$ cat src/hdl/rv_isa_pkg.sv
// RV32I definitions shared by the load-store decode and the testbench
package rv_isa_pkg;

    // Architectural register and data word
    localparam int XLEN = 32;
    typedef logic [XLEN-1:0] word_t;

    // Raw instruction word as handed over by the issue stage
    localparam int ILEN = 32;
    typedef logic [ILEN-1:0] inst_t;

    // Instruction fields used by the LSU
    localparam int OPCODE_LEN = 7;
    localparam int FUNCT3_LEN = 3;
    typedef logic [OPCODE_LEN-1:0] opcode_t;
    typedef logic [FUNCT3_LEN-1:0] funct3_t;

    // Major opcodes
    localparam opcode_t OP_LOAD  = 7'b0000011;
    localparam opcode_t OP_STORE = 7'b0100011;

    // Width codes, shared between loads and stores where the encoding matches
    localparam funct3_t FUNCT3_LB_SB = 3'b000;
    localparam funct3_t FUNCT3_LH_SH = 3'b001;
    localparam funct3_t FUNCT3_LW_SW = 3'b010;
    // Unsigned variants exist for loads only
    localparam funct3_t FUNCT3_LBU   = 3'b100;
    localparam funct3_t FUNCT3_LHU   = 3'b101;

endpackage

$ cat src/hdl/lsu_pkg.sv
// LSU geometry, load buffer layout and access size encoding
package lsu_pkg;

    // Byte-addressed data memory of 256 bytes
    localparam int DMEM_ADDR_LEN = 8;
    localparam int WORD_BYTES = 4;
    localparam int BYTE_OFS_LEN = 2;
    localparam int DMEM_WORDS = 64;
    localparam int DMEM_WADDR_LEN = DMEM_ADDR_LEN - BYTE_OFS_LEN;

    // Cycles from read enable to read data
    localparam int DMEM_RD_LATENCY = 2;

    // Loads that may be outstanding at once
    localparam int LSB_DEPTH = 2;
    localparam int LSB_PTR_LEN = (LSB_DEPTH > 1) ? $clog2(LSB_DEPTH) : 1;
    localparam int LSB_CNT_LEN = $clog2(LSB_DEPTH + 1);

    typedef logic [DMEM_ADDR_LEN-1:0] byte_addr_t;
    typedef logic [DMEM_WADDR_LEN-1:0] word_addr_t;
    typedef logic [BYTE_OFS_LEN-1:0] byte_ofs_t;
    // One enable per byte lane
    typedef logic [WORD_BYTES-1:0] wmask_t;
    typedef logic [LSB_PTR_LEN-1:0] lsb_ptr_t;
    typedef logic [LSB_CNT_LEN-1:0] lsb_cnt_t;

    // Width of a memory access
    typedef enum logic [1:0] {
        SIZE_BYTE = 2'd0,
        SIZE_HALF = 2'd1,
        SIZE_WORD = 2'd2
    } access_size_e;

    // Load buffer entry layout, MSB first
    // Byte offset, access size, signed flag
    localparam int LSB_SIGNED_BIT = 0;
    localparam int LSB_SIZE_LSB = 1;
    localparam int LSB_OFS_LSB = LSB_SIZE_LSB + $bits(access_size_e);
    localparam int LSB_ENTRY_LEN = LSB_OFS_LSB + BYTE_OFS_LEN;

    typedef logic [LSB_ENTRY_LEN-1:0] lsb_entry_t;

endpackage

$ cat src/hdl/lsu_ctrl.sv
`timescale 1ns/1ps

// Request decode, address generation and memory strobes
module lsu_ctrl
    import rv_isa_pkg::*;
    import lsu_pkg::*;
(
    input  logic       lsu_request_i,
    input  inst_t      inst_i,
    input  word_t      rs1_value_i,
    input  word_t      rs2_value_i,
    input  logic       lsb_full_i,
    output logic       misaligned_o,
    output logic       wr_en_o,
    output word_addr_t wr_addr_o,
    output wmask_t     wr_mask_o,
    output word_t      wr_data_o,
    output logic       rd_en_o,
    output word_addr_t rd_addr_o,
    output lsb_entry_t push_entry_o
);

    opcode_t      opcode;
    funct3_t      funct3;
    word_t        imm_i;
    word_t        imm_s;
    logic         is_load;
    logic         is_store;
    logic         mem_op;
    access_size_e size;
    logic         load_signed;
    byte_addr_t   eff_addr;
    byte_ofs_t    byte_ofs;
    logic         aligned;
    logic         accept;

    // Instruction fields
    assign opcode = inst_i[6:0];
    assign funct3 = inst_i[14:12];

    // I-type and S-type immediates, sign extended
    assign imm_i = {{20{inst_i[31]}}, inst_i[31:20]};
    assign imm_s = {{20{inst_i[31]}}, inst_i[31:25], inst_i[11:7]};

    // Only the defined width codes count as memory ops
    assign is_load = (opcode == OP_LOAD) &&
        (funct3 inside {FUNCT3_LB_SB, FUNCT3_LH_SH, FUNCT3_LW_SW, FUNCT3_LBU, FUNCT3_LHU});
    assign is_store = (opcode == OP_STORE) &&
        (funct3 inside {FUNCT3_LB_SB, FUNCT3_LH_SH, FUNCT3_LW_SW});
    assign mem_op = is_load | is_store;

    // Access width and sign from funct3
    always_comb begin
        size = SIZE_WORD;
        load_signed = 1'b0;
        case (funct3)
            FUNCT3_LB_SB: begin
                size = SIZE_BYTE;
                load_signed = 1'b1;
            end
            FUNCT3_LH_SH: begin
                size = SIZE_HALF;
                load_signed = 1'b1;
            end
            FUNCT3_LBU: size = SIZE_BYTE;
            FUNCT3_LHU: size = SIZE_HALF;
            default: size = SIZE_WORD;
        endcase
    end

    // Effective byte address, upper bits beyond the memory are dropped
    assign eff_addr = byte_addr_t'(rs1_value_i + (is_store ? imm_s : imm_i));
    assign byte_ofs = eff_addr[BYTE_OFS_LEN-1:0];

    // Natural alignment per access size
    always_comb begin
        case (size)
            SIZE_BYTE: aligned = 1'b1;
            SIZE_HALF: aligned = ~byte_ofs[0];
            default:   aligned = (byte_ofs == '0);
        endcase
    end

    // Misaligned pulse does not depend on buffer space
    assign misaligned_o = lsu_request_i & mem_op & ~aligned;

    // A full buffer blocks stores as well as loads
    assign accept = lsu_request_i & mem_op & aligned & ~lsb_full_i;

    // Write port
    assign wr_en_o = accept & is_store;
    assign wr_addr_o = eff_addr[DMEM_ADDR_LEN-1:BYTE_OFS_LEN];

    // Lane enables follow size and offset
    always_comb begin
        case (size)
            SIZE_BYTE: wr_mask_o = wmask_t'(4'b0001) << byte_ofs;
            SIZE_HALF: wr_mask_o = wmask_t'(4'b0011) << byte_ofs;
            default:   wr_mask_o = '1;
        endcase
    end

    // Move rs2 up into the addressed lanes
    assign wr_data_o = rs2_value_i << {byte_ofs, 3'b000};

    // Read port, rd_en doubles as the buffer push
    assign rd_en_o = accept & is_load;
    assign rd_addr_o = eff_addr[DMEM_ADDR_LEN-1:BYTE_OFS_LEN];

    // Facts the aligner needs once the word comes back
    assign push_entry_o = {byte_ofs, size, load_signed};

endmodule

$ cat src/hdl/lsu_load_buffer.sv
`timescale 1ns/1ps

// In-order queue of outstanding load metadata
module lsu_load_buffer
    import lsu_pkg::*;
(
    input  logic       clk_i,
    input  logic       reset_i,
    input  logic       push_i,
    input  lsb_entry_t push_entry_i,
    input  logic       pop_i,
    output lsb_entry_t head_entry_o,
    output logic       full_o
);

    lsb_entry_t entries [LSB_DEPTH];
    lsb_ptr_t   wr_ptr;
    lsb_ptr_t   rd_ptr;
    lsb_cnt_t   count;

    // Pointer increment with wrap for any depth
    function automatic lsb_ptr_t ptr_next(input lsb_ptr_t ptr);
        return (ptr == lsb_ptr_t'(LSB_DEPTH - 1)) ? '0 : ptr + 1'b1;
    endfunction

    // Pointers and occupancy
    always_ff @(posedge clk_i) begin
        if (reset_i) begin
            wr_ptr <= '0;
            rd_ptr <= '0;
            count <= '0;
        end else begin
            if (push_i) begin
                wr_ptr <= ptr_next(wr_ptr);
            end
            if (pop_i) begin
                rd_ptr <= ptr_next(rd_ptr);
            end
            // Push and pop together leave the count unchanged
            case ({push_i, pop_i})
                2'b10:   count <= count + 1'b1;
                2'b01:   count <= count - 1'b1;
                default: count <= count;
            endcase
        end
    end

    // Entry storage
    always_ff @(posedge clk_i) begin
        if (push_i) begin
            entries[wr_ptr] <= push_entry_i;
        end
    end

    // Head is visible without a read strobe
    assign head_entry_o = entries[rd_ptr];

    // Push is refused by the control block while this is high
    assign full_o = (count == lsb_cnt_t'(LSB_DEPTH));

endmodule

$ cat src/hdl/dmem.sv
`timescale 1ns/1ps

// Data memory, byte-masked write and pipelined read
module dmem
    import rv_isa_pkg::*;
    import lsu_pkg::*;
(
    input  logic       clk_i,
    input  logic       reset_i,
    input  logic       wr_en_i,
    input  word_addr_t wr_addr_i,
    input  wmask_t     wr_mask_i,
    input  word_t      wr_data_i,
    input  logic       rd_en_i,
    input  word_addr_t rd_addr_i,
    output logic       rd_valid_o,
    output word_t      rd_data_o
);

    word_t mem [DMEM_WORDS];

    // One valid and one data register per read stage
    logic [DMEM_RD_LATENCY-1:0] rd_valid_q;
    word_t                      rd_data_q [DMEM_RD_LATENCY];

    // Write only the enabled byte lanes
    always_ff @(posedge clk_i) begin
        if (wr_en_i) begin
            for (int b = 0; b < WORD_BYTES; b++) begin
                if (wr_mask_i[b]) begin
                    mem[wr_addr_i][8*b +: 8] <= wr_data_i[8*b +: 8];
                end
            end
        end
    end

    // Valid shift chain
    always_ff @(posedge clk_i) begin
        if (reset_i) begin
            rd_valid_q <= '0;
        end else begin
            rd_valid_q[0] <= rd_en_i;
            for (int s = 1; s < DMEM_RD_LATENCY; s++) begin
                rd_valid_q[s] <= rd_valid_q[s-1];
            end
        end
    end

    // Array read in the first stage, later stages just carry the word
    always_ff @(posedge clk_i) begin
        if (rd_en_i) begin
            rd_data_q[0] <= mem[rd_addr_i];
        end
        for (int s = 1; s < DMEM_RD_LATENCY; s++) begin
            rd_data_q[s] <= rd_data_q[s-1];
        end
    end

    // Last stage
    assign rd_valid_o = rd_valid_q[DMEM_RD_LATENCY-1];
    assign rd_data_o = rd_data_q[DMEM_RD_LATENCY-1];

endmodule

$ cat src/hdl/lsu_load_align.sv
`timescale 1ns/1ps

// Narrow and extend the returned word for writeback
module lsu_load_align
    import rv_isa_pkg::*;
    import lsu_pkg::*;
(
    input  logic       rd_valid_i,
    input  word_t      rd_data_i,
    input  lsb_entry_t entry_i,
    output logic       writeback_valid_o,
    output word_t      writeback_value_o
);

    byte_ofs_t    byte_ofs;
    access_size_e size;
    logic         load_signed;
    word_t        shifted;
    word_t        value;

    // Unpack the head entry
    assign byte_ofs = entry_i[LSB_OFS_LSB +: BYTE_OFS_LEN];
    assign size = access_size_e'(entry_i[LSB_SIZE_LSB +: $bits(access_size_e)]);
    assign load_signed = entry_i[LSB_SIGNED_BIT];

    // Addressed lane moved down to bit 0
    assign shifted = rd_data_i >> {byte_ofs, 3'b000};

    // Sign or zero extension
    always_comb begin
        case (size)
            SIZE_BYTE: begin
                value = {{24{load_signed & shifted[7]}}, shifted[7:0]};
            end
            SIZE_HALF: begin
                value = {{16{load_signed & shifted[15]}}, shifted[15:0]};
            end
            default: begin
                // Word loads are always at offset zero
                value = shifted;
            end
        endcase
    end

    // Writeback follows the memory valid directly
    assign writeback_valid_o = rd_valid_i;

    // Keep the value bus quiet between writebacks
    assign writeback_value_o = rd_valid_i ? value : '0;

endmodule

$ cat src/hdl/lsu_top.sv
`timescale 1ns/1ps

// Load-store unit with its data memory
module lsu_top
    import rv_isa_pkg::*;
    import lsu_pkg::*;
(
    input  logic  clk_i,
    input  logic  reset_i,
    input  logic  lsu_request_i,
    input  inst_t inst_i,
    input  word_t rs1_value_i,
    input  word_t rs2_value_i,
    output logic  busy_o,
    output logic  misaligned_o,
    output logic  writeback_valid_o,
    output word_t writeback_value_o
);

    // Control to memory
    logic       wr_en;
    word_addr_t wr_addr;
    wmask_t     wr_mask;
    word_t      wr_data;
    logic       rd_en;
    word_addr_t rd_addr;

    // Memory to aligner
    logic  rd_valid;
    word_t rd_data;

    // Load buffer
    lsb_entry_t push_entry;
    lsb_entry_t head_entry;
    logic       lsb_full;

    // Issuer must hold off while the buffer is full
    assign busy_o = lsb_full;

    lsu_ctrl ctrl0 (
        .lsu_request_i(lsu_request_i),
        .inst_i       (inst_i),
        .rs1_value_i  (rs1_value_i),
        .rs2_value_i  (rs2_value_i),
        .lsb_full_i   (lsb_full),
        .misaligned_o (misaligned_o),
        .wr_en_o      (wr_en),
        .wr_addr_o    (wr_addr),
        .wr_mask_o    (wr_mask),
        .wr_data_o    (wr_data),
        .rd_en_o      (rd_en),
        .rd_addr_o    (rd_addr),
        .push_entry_o (push_entry)
    );

    // Push on every issued read, pop on every returned word
    lsu_load_buffer lsb0 (
        .clk_i       (clk_i),
        .reset_i     (reset_i),
        .push_i      (rd_en),
        .push_entry_i(push_entry),
        .pop_i       (rd_valid),
        .head_entry_o(head_entry),
        .full_o      (lsb_full)
    );

    dmem dmem0 (
        .clk_i     (clk_i),
        .reset_i   (reset_i),
        .wr_en_i   (wr_en),
        .wr_addr_i (wr_addr),
        .wr_mask_i (wr_mask),
        .wr_data_i (wr_data),
        .rd_en_i   (rd_en),
        .rd_addr_i (rd_addr),
        .rd_valid_o(rd_valid),
        .rd_data_o (rd_data)
    );

    // Head entry belongs to the word arriving this cycle
    lsu_load_align align0 (
        .rd_valid_i       (rd_valid),
        .rd_data_i        (rd_data),
        .entry_i          (head_entry),
        .writeback_valid_o(writeback_valid_o),
        .writeback_value_o(writeback_value_o)
    );

endmodule

$ cat config.mk
export PLATFORM = sky130hd
export DESIGN_NAME = lsu_top
export DESIGN_NICKNAME = d
export VERILOG_FILES = /design/src/hdl/rv_isa_pkg.sv /design/src/hdl/lsu_pkg.sv /design/src/hdl/lsu_ctrl.sv /design/src/hdl/lsu_load_buffer.sv /design/src/hdl/dmem.sv /design/src/hdl/lsu_load_align.sv /design/src/hdl/lsu_top.sv
export SDC_FILE = /design/constraint.sdc
export NUM_CORES = 2
export LEC_CHECK = 0
export ABC_AREA = 1
export ABC_CLOCK_PERIOD_IN_PS = 12800
export BUFFER_PORTS_ARGS = -buffer_cell sky130_fd_sc_hd__buf_2
export CORE_ASPECT_RATIO = 1.4
export CORE_UTILIZATION = 35
export DETAILED_ROUTE_END_ITERATION = 6
export PLACE_DENSITY_LB_ADDON = 0.05
export SYNTH_ARGS = -nofsm -noshare
export SYNTH_HDL_FRONTEND = slang
export SYNTH_SLANG_ARGS = --single-unit
$ cat constraint.sdc
create_clock -name clk_i -period 12.8 [get_ports clk_i]
set_input_delay 0.64 -clock clk_i [delete_from_list [all_inputs] [get_ports clk_i]]
set_output_delay 0.64 -clock clk_i [all_outputs]
set_load 0.005 [all_outputs]
After elaboration in Yosys (flattened, before gate mapping)
Memories as Yosys holds them, arrays and structs flattened. A register that Yosys moved wholly into a read port is not among the register bits.
Index checks and enable logic that the tools add are counted.
{ "word_totals": {"ff_bits": 6, "mem_bits_rw": 2122, "out_inout_bits": 35, "n_memories": 3} }
{ "mem_list": {"columns": ["name", "words", "word_bits", "rd", "rd_clocked_by_memory_dff", "write_ports", "line_no", "rtl"], "rows": [
  ["dmem0.mem", 64, 32, 1, 0, 1, "dmem.sv:20", "word_t mem [DMEM_WORDS];"],
  ["dmem0.rd_data_q", 2, 32, 2, 0, 2, "dmem.sv:24", "word_t rd_data_q [DMEM_RD_LATENCY];"],
  ["lsb0.entries", 2, 5, 1, 1, 1, "lsu_load_buffer.sv:16", "lsb_entry_t entries [LSB_DEPTH];"]
]} }
{ "op_classes": {"add_sub_neg": 5, "eq_ne": 11, "shift": 4, "mux": 26, "bitwise_logic": 12, "n_reduce_logical": 12} }
{ "op_table": {"columns": ["op", "count"], "rows": [
  ["case mux 32 bit (2 select lines)", 1],
  ["2-to-1 mux 32 bit", 1],
  ["<< shifter 32 x 5 -> 32 bit", 1],
  ["right shift 32 x 5 -> 32 bit", 1],
  ["2-to-1 mux 1 bit", 19],
  ["adder 8 bit", 1],
  ["bitwise AND 1 bit", 8],
  ["case mux 2 bit (2 select lines)", 2],
  ["case mux 4 bit (2 select lines)", 1],
  ["equality test 7 x 2 -> 1 bit (second input constant)", 1],
  ["equality test 7 x 6 -> 1 bit (second input constant)", 1],
  ["equality test 2 x 1 -> 1 bit (second input constant)", 3],
  ["equality test 3 bit (second input constant)", 2],
  ["zero test 2 bit", 3],
  ["OR reduction 2 bit", 3],
  ["2-to-1 mux 5 bit", 1],
  ["nonzero test 5 bit", 1],
  ["equality test 2 bit (second input constant)", 2],
  ["<< shifter 1 x 2 -> 4 bit (first input constant)", 1],
  ["<< shifter 2 x 2 -> 4 bit (first input constant)", 1],
  ["equality test 3 x 1 -> 1 bit (second input constant)", 1],
  ["equality test 3 x 2 -> 1 bit (second input constant)", 1],
  ["zero test 3 bit", 1],
  ["inverter 1 bit", 3],
  ["other kinds (8)", 10]
]} }

Longest topological paths before layout
{ "depth": {"word_depth": 12, "depth_mapped": 25, "mapped_depth_nobuf": 22} }

Modules after synthesis
Synthesis repeated with hierarchy kept, for this count alone.
{ "unflattened": {"cells_unflattened": 7573, "area_unflattened_um2": 87767.9} }
{ "modules_own_cells": {"columns": ["mod", "n_inst", "cells_each", "area_per_inst_um2"], "rows": [
  ["dmem", 1, 7114, 85052.8],
  ["lsu_ctrl", 1, 203, 1074.8],
  ["lsu_load_align", 1, 209, 1062.3],
  ["lsu_load_buffer", 1, 47, 578.1]
]} }

Worst setup path before layout
Ideal clock, no wire load.
{ "synth_timing": {"path_type": "input port to flip-flop", "start": "input inst_i[3]", "end": "memory dmem0.mem[0][16] (netlist name) (data pin)", "arrival_time_ns": 5.334, "t_required_ns": 12.071, "slack_ns": 6.737, "stages": 8, "n_path_buf": 2, "cell_sequence": "nor4_2 nand2_1 mux2_2 ha_1 fa_1 buf_1 clkbuf_1 o32ai_1"} }
{ "synth_between": {"elab_chain_cells": 5} }
{ "synth_rtl": {"columns": ["item", "line_no", "rtl"], "rows": [
  ["from (decl)", "lsu_top.sv:11", "input inst_t inst_i,"],
  ["equality test 7 x 6 -> 1 bit", "lsu_ctrl.sv:48", "assign is_store = (opcode == OP_STORE) &&"],
  ["logical AND 1 bit", "lsu_ctrl.sv:48", null],
  ["2-to-1 mux 5 bit", "lsu_ctrl.sv:72", "assign eff_addr = byte_addr_t'(rs1_value_i + (is_store ? imm_s : imm_i));"],
  ["adder 8 bit", "lsu_ctrl.sv:72", null],
  ["via ctrl0.push_entry_o[4]", "lsu_ctrl.sv:20", "output lsb_entry_t push_entry_o"],
  ["<< shifter 32 x 5 -> 32 bit", "lsu_ctrl.sv:104", "assign wr_data_o = rs2_value_i << {byte_ofs, 3'b000};"],
  ["via ctrl0.wr_data_o[16]", "lsu_ctrl.sv:17", "output word_t wr_data_o,"],
  ["to (decl)", "dmem.sv:20", null]
]} }
The timed path passes the listed nets, and every way through them passes these cells.

Worst setup path in the final report
{ "layout_timing": {"start": "input inst_i[3]", "end": "memory dmem0.mem[0][8] (netlist name), enable pin"} }
{ "layout_between": {"elab_chain_cells": 11, "elab_cells_between_ends": 20, "classes_between": "1 x add/sub; 2 x eq/ne; 2 x shift; 6 x mux; 6 x bitwise; 3 x reduce/logical"} }
{ "layout_rtl": {"columns": ["item", "line_no", "rtl"], "rows": [
  ["equality test 7 x 6 -> 1 bit", "lsu_ctrl.sv:48", null],
  ["logical AND 1 bit", "lsu_ctrl.sv:48", null],
  ["2-to-1 mux 5 bit", "lsu_ctrl.sv:72", null],
  ["adder 8 bit", "lsu_ctrl.sv:72", null],
  ["zero test 2 bit / inverter 1 bit (equally long branches)", "lsu_ctrl.sv:80, lsu_ctrl.sv:79", null],
  ["case mux 1 bit (2 select lines)", "lsu_ctrl.sv:77", "case (size)"],
  ["bitwise AND 1 bit (2 in a row)", "lsu_ctrl.sv:88", "assign accept = lsu_request_i & mem_op & aligned & ~lsb_full_i;"],
  ["bitwise AND 1 bit", "lsu_ctrl.sv:91", "assign wr_en_o = accept & is_store;"],
  ["2-to-1 mux 1 bit", "dmem.sv:28", "if (wr_en_i) begin"],
  ["2-to-1 mux 1 bit (implied by the code)", "dmem.sv:31", "mem[wr_addr_i][8*b +: 8] <= wr_data_i[8*b +: 8];"]
]} }
Parallel ways exist; a longest one is shown, timed or not.

==> metrics.md <==
| Metric | Value |
|---|---|
| Run status | completed |
| CP Max Fanout | 66 |
| Critical Path AT | 7.36 ns |
| Antenna-violating nets left | 0 |
| Clk sink count | 2129 |
| HP Class | input port to register |
| All-Layer GR Usage | 0.236 |
| PD cells | 163 nW/um2 |
| I/O Buffers | 100 |
| Die W | 442 um |
| Drt via density | 4.93 |
| Netlist cell types | 40 |
| RSZ-0062 raised after global routing | no |
| Worst setup margin | 5.93 ns |
| Slew Limit Fails | 0 |
| GRT overflow | 0 |
| Vias in the first global route | 64818 |
| Site row count | 225 |
| DR iter-0 viols | 5332 |
| Avg Cell Area, Syn | 9.61 um2 |
| Most frequent cells in the layout | 4728 x nand2_1, 2090 x edfxtp_1, 1034 x nand3_1 |
| Peak Freq | 146 MHz |
| Clock Pin Slew Worst Setup and Hold Paths | 0.06 ns |
| Initial antenna violation count | 21 |
| Via count | 66244 |
| Final #Nets | 9852 |
| Top cell family by delay on the critical path | simple AND/OR/NAND/NOR gates |
| Clock buffer count from CTS | 226 |
| Yosys reg bits | 2129 |
| DRT met1 WL | 141000 um |
| Most common cell after layout, fill and taps aside | nand2_1 |
| Non-Filler Instances | 13447 |
| Worst Path Buf+Inv | 2 |
| Worst slew pin tran | 1.21 ns |
| Die area | 273000 um2 |
| Global-route wire length before repair | 469000 um |
| Worst slack, placed | 5.11 ns |
| Cell Chain, Critical Path | buf_2 -> nor4_2 -> nand2_1 -> mux2_2 -> ha_1 -> nand2_1 -> nand3_1 -> nand2_8 -> nand2_4 -> buf_4 -> nand2_1 -> nor2_2 -> nand2_1 -> nor2_1 |
| Mapped Nets | 9967 |
| Fraction of layout cells with a size suffix above 1 | 0.0610 |
| YS warnings | 0 |
| Area Overhead vs Synth | 11.5% |
| Setup Skew | 0.0401 ns |
| Seq/Total Area, Yosys | 0.670 |
| Prevailing post-synth register cell | edfxtp_1 |
| Pin count of the biggest net entering global routing | 158 |
| Wirelength, routed | 328000 um |
| Max stage delay on crit path | 1.09 ns |
| Final Hold Viols | 0 |
| Post-synth EDFFs | 2090 |
| Slew margin rel. | 0.193 |
| Post-synth top area cell | edfxtp_1 |
| Req. time, crit path | 13.29 ns |
| Worst hold slack | 0.153 ns |
| Post-DP HPWL | 193000 um |
| Final period util | 0.536 |
| CTS tree | done |
| Io pins | 134 |
| Slowest cell on the critical path | nor2_1 |
| Final setup viols | 0 |
| Main area contributors after synthesis | edfxtp_1 66%, nand2_1 19%, nand3_1 5.5%, inv_1 3.2%, nor2_1 1.3% |
| Synthesized instance count | 9857 |
| Mapped cell area | 94800 um2 |
| Crit. End Element | register |
| Peak VDD IR | 0.000122 V |
| Initial Util | 0.353 |
| Placer congestion estimate | 0.816 |
| Routed met2 length | 160000 um |
| Clock Root Buffer | clkbuf_16 |
| Crit Path Class | input port to register |
| Placed cell count | 13031 |
| CP most frequent cell | nand2_1 |
| H-tree levels | 4 |
| Die Span Y | 618 um |
| Clk_lat worst skew | 0.89 ns |
| Remaining DRCs | 0 |
| Max-cap violations | 0 |
| Async SR Flop Fraction | 0 |
| Top sig layer | met5 |
| Number of fill cells | 26582 |
| Core box area | 269000 um2 |
| Clock buffer depth | 4 |
| Setup TNS | 0 ns |
| First-pass DRT Iterations | 6 |
| Met3 WL post-DR | 15000 um |
| Leak Pwr | 44.4 nW |
| Period minus WS final | 6.87 ns |
| Yosys top cell area share | 0.662 |
| Power, Total | 17.2 mW |
| Wire per inst | 24.4 um |
| Worst Setup Start Kind | input port |
path summary, 6_finish.rpt:
check	from	slack, ns	to	cells after the start
setup / recovery	inst_i[3]	5.93	dmem0.mem[0][8]$_DFFE_PP_	14
hold / removal	inst_i[13]	0.15	lsb0.entries[1][2]$_DFFE_PP_	1
setup reg to reg	lsb0.count[0]$_SDFFE_PP0P_	9.44	dmem0.mem[49][19]$_DFFE_PP_	7
hold reg to reg	dmem0.rd_data_q[0][31]$_DFFE_PP_	0.34	dmem0.rd_data_q[0][63]$_DFF_P_	0
report_power, final:
group          leakage (nW)  switching, mW  internal (mW)  total [mW]
clock                  3.39           2.80           3.53        6.34
sequential             19.5     0.00000216           7.89        7.89
combinational          21.5           2.38          0.619        3.00
total                  44.4           5.18           12.0        17.2
stage by stage:
| step | utilization | instance area [um2] |
|---|---|---|
| 2_1_floorplan | - | 94800 |
| 3_3_place_gp | 0.367 | 98700 |
| 3_5_place_dp | 0.367 | 98700 |
| 4_1_cts | 0.393 | 106000 |
| 5_1_grt | 0.393 | 106000 |
| 6_report | 0.393 | 106000 |
metal layers:
metal,up-vias,GRT usage
met4,8,0.0807
met3,456,0.0305
li1,31648,-
met5,-,0
met1,32522,0.306
met2,1610,0.406
sequential cells by signal (all words and copies together) (netlist names), named ones only:
register	cells
dmem0.mem	2048
dmem0.rd_data_q	64
dmem0.rd_valid_q	2
lsb0.count	2
lsb0.entries	10
lsb0.rd_ptr	1
lsb0.wr_ptr	1
worst register-to-register path: cells and delay by family (launching register included):
| kind | cells | cell delay, ns |
|---|---|---|
| simple gates | 6 | 2.06 |
| buf+inv | 1 | 0.54 |
| flops | 1 | 0.37 |
kinds of logic after synthesis:
logic type	share of synthesized area
simple gates	0.258
flops	0.670
buf+inv	0.0585
compound gates	0.0105
fa+ha+maj	0.00153
xor+xnor	0.000554
mux	0.000700
layout make-up:
| class | instances | area, um2 | share of cell area |
|---|---|---|---|
| sequential | 2129 | 63500 | 0.601 |
| multi-input combinational | 6342 | 26100 | 0.247 |
| clock buffer | 271 | 6010 | 0.0569 |
| tap | 3518 | 4400 | 0.0417 |
| inverter | 822 | 3100 | 0.0293 |
| timing repair buffer | 221 | 1590 | 0.0150 |
| clock inverter | 131 | 882 | 0.00835 |
| antenna | 13 | 32.5 | 0.000308 |
Yosys cell counts, types with 2 or more instances:
master	instances
o21a_1	2
o21ai_1	59
edfxtp_1	2090
xor2_1	2
clkbuf_1	236
a31oi_1	7
buf_2	250
inv_2	6
o32ai_1	8
nor2_1	334
nand3_1	1034
mux2_2	5
a22oi_1	8
clkinv_1	3
inv_1	812
nor2_2	14
nand4_1	5
o211ai_1	4
o21ai_2	2
nand3b_1	2
clkbuf_2	3
nand2_2	7
buf_4	6
buf_1	69
o21ai_0	52
a21oi_1	38
ha_1	10
dfxtp_1	39
xnor2_1	4
nand2_1	4736
what timing repair did:
| action | 4_1_cts | 5_1_grt |
|---|---|---|
| setup buffers | 0 | 0 |
| hold buffers | 1 | 0 |
| endpoints found under the hold margin | 5 | 0 |
| gates resized for setup | 0 | 0 |
Power figures use the tool's default switching activity.
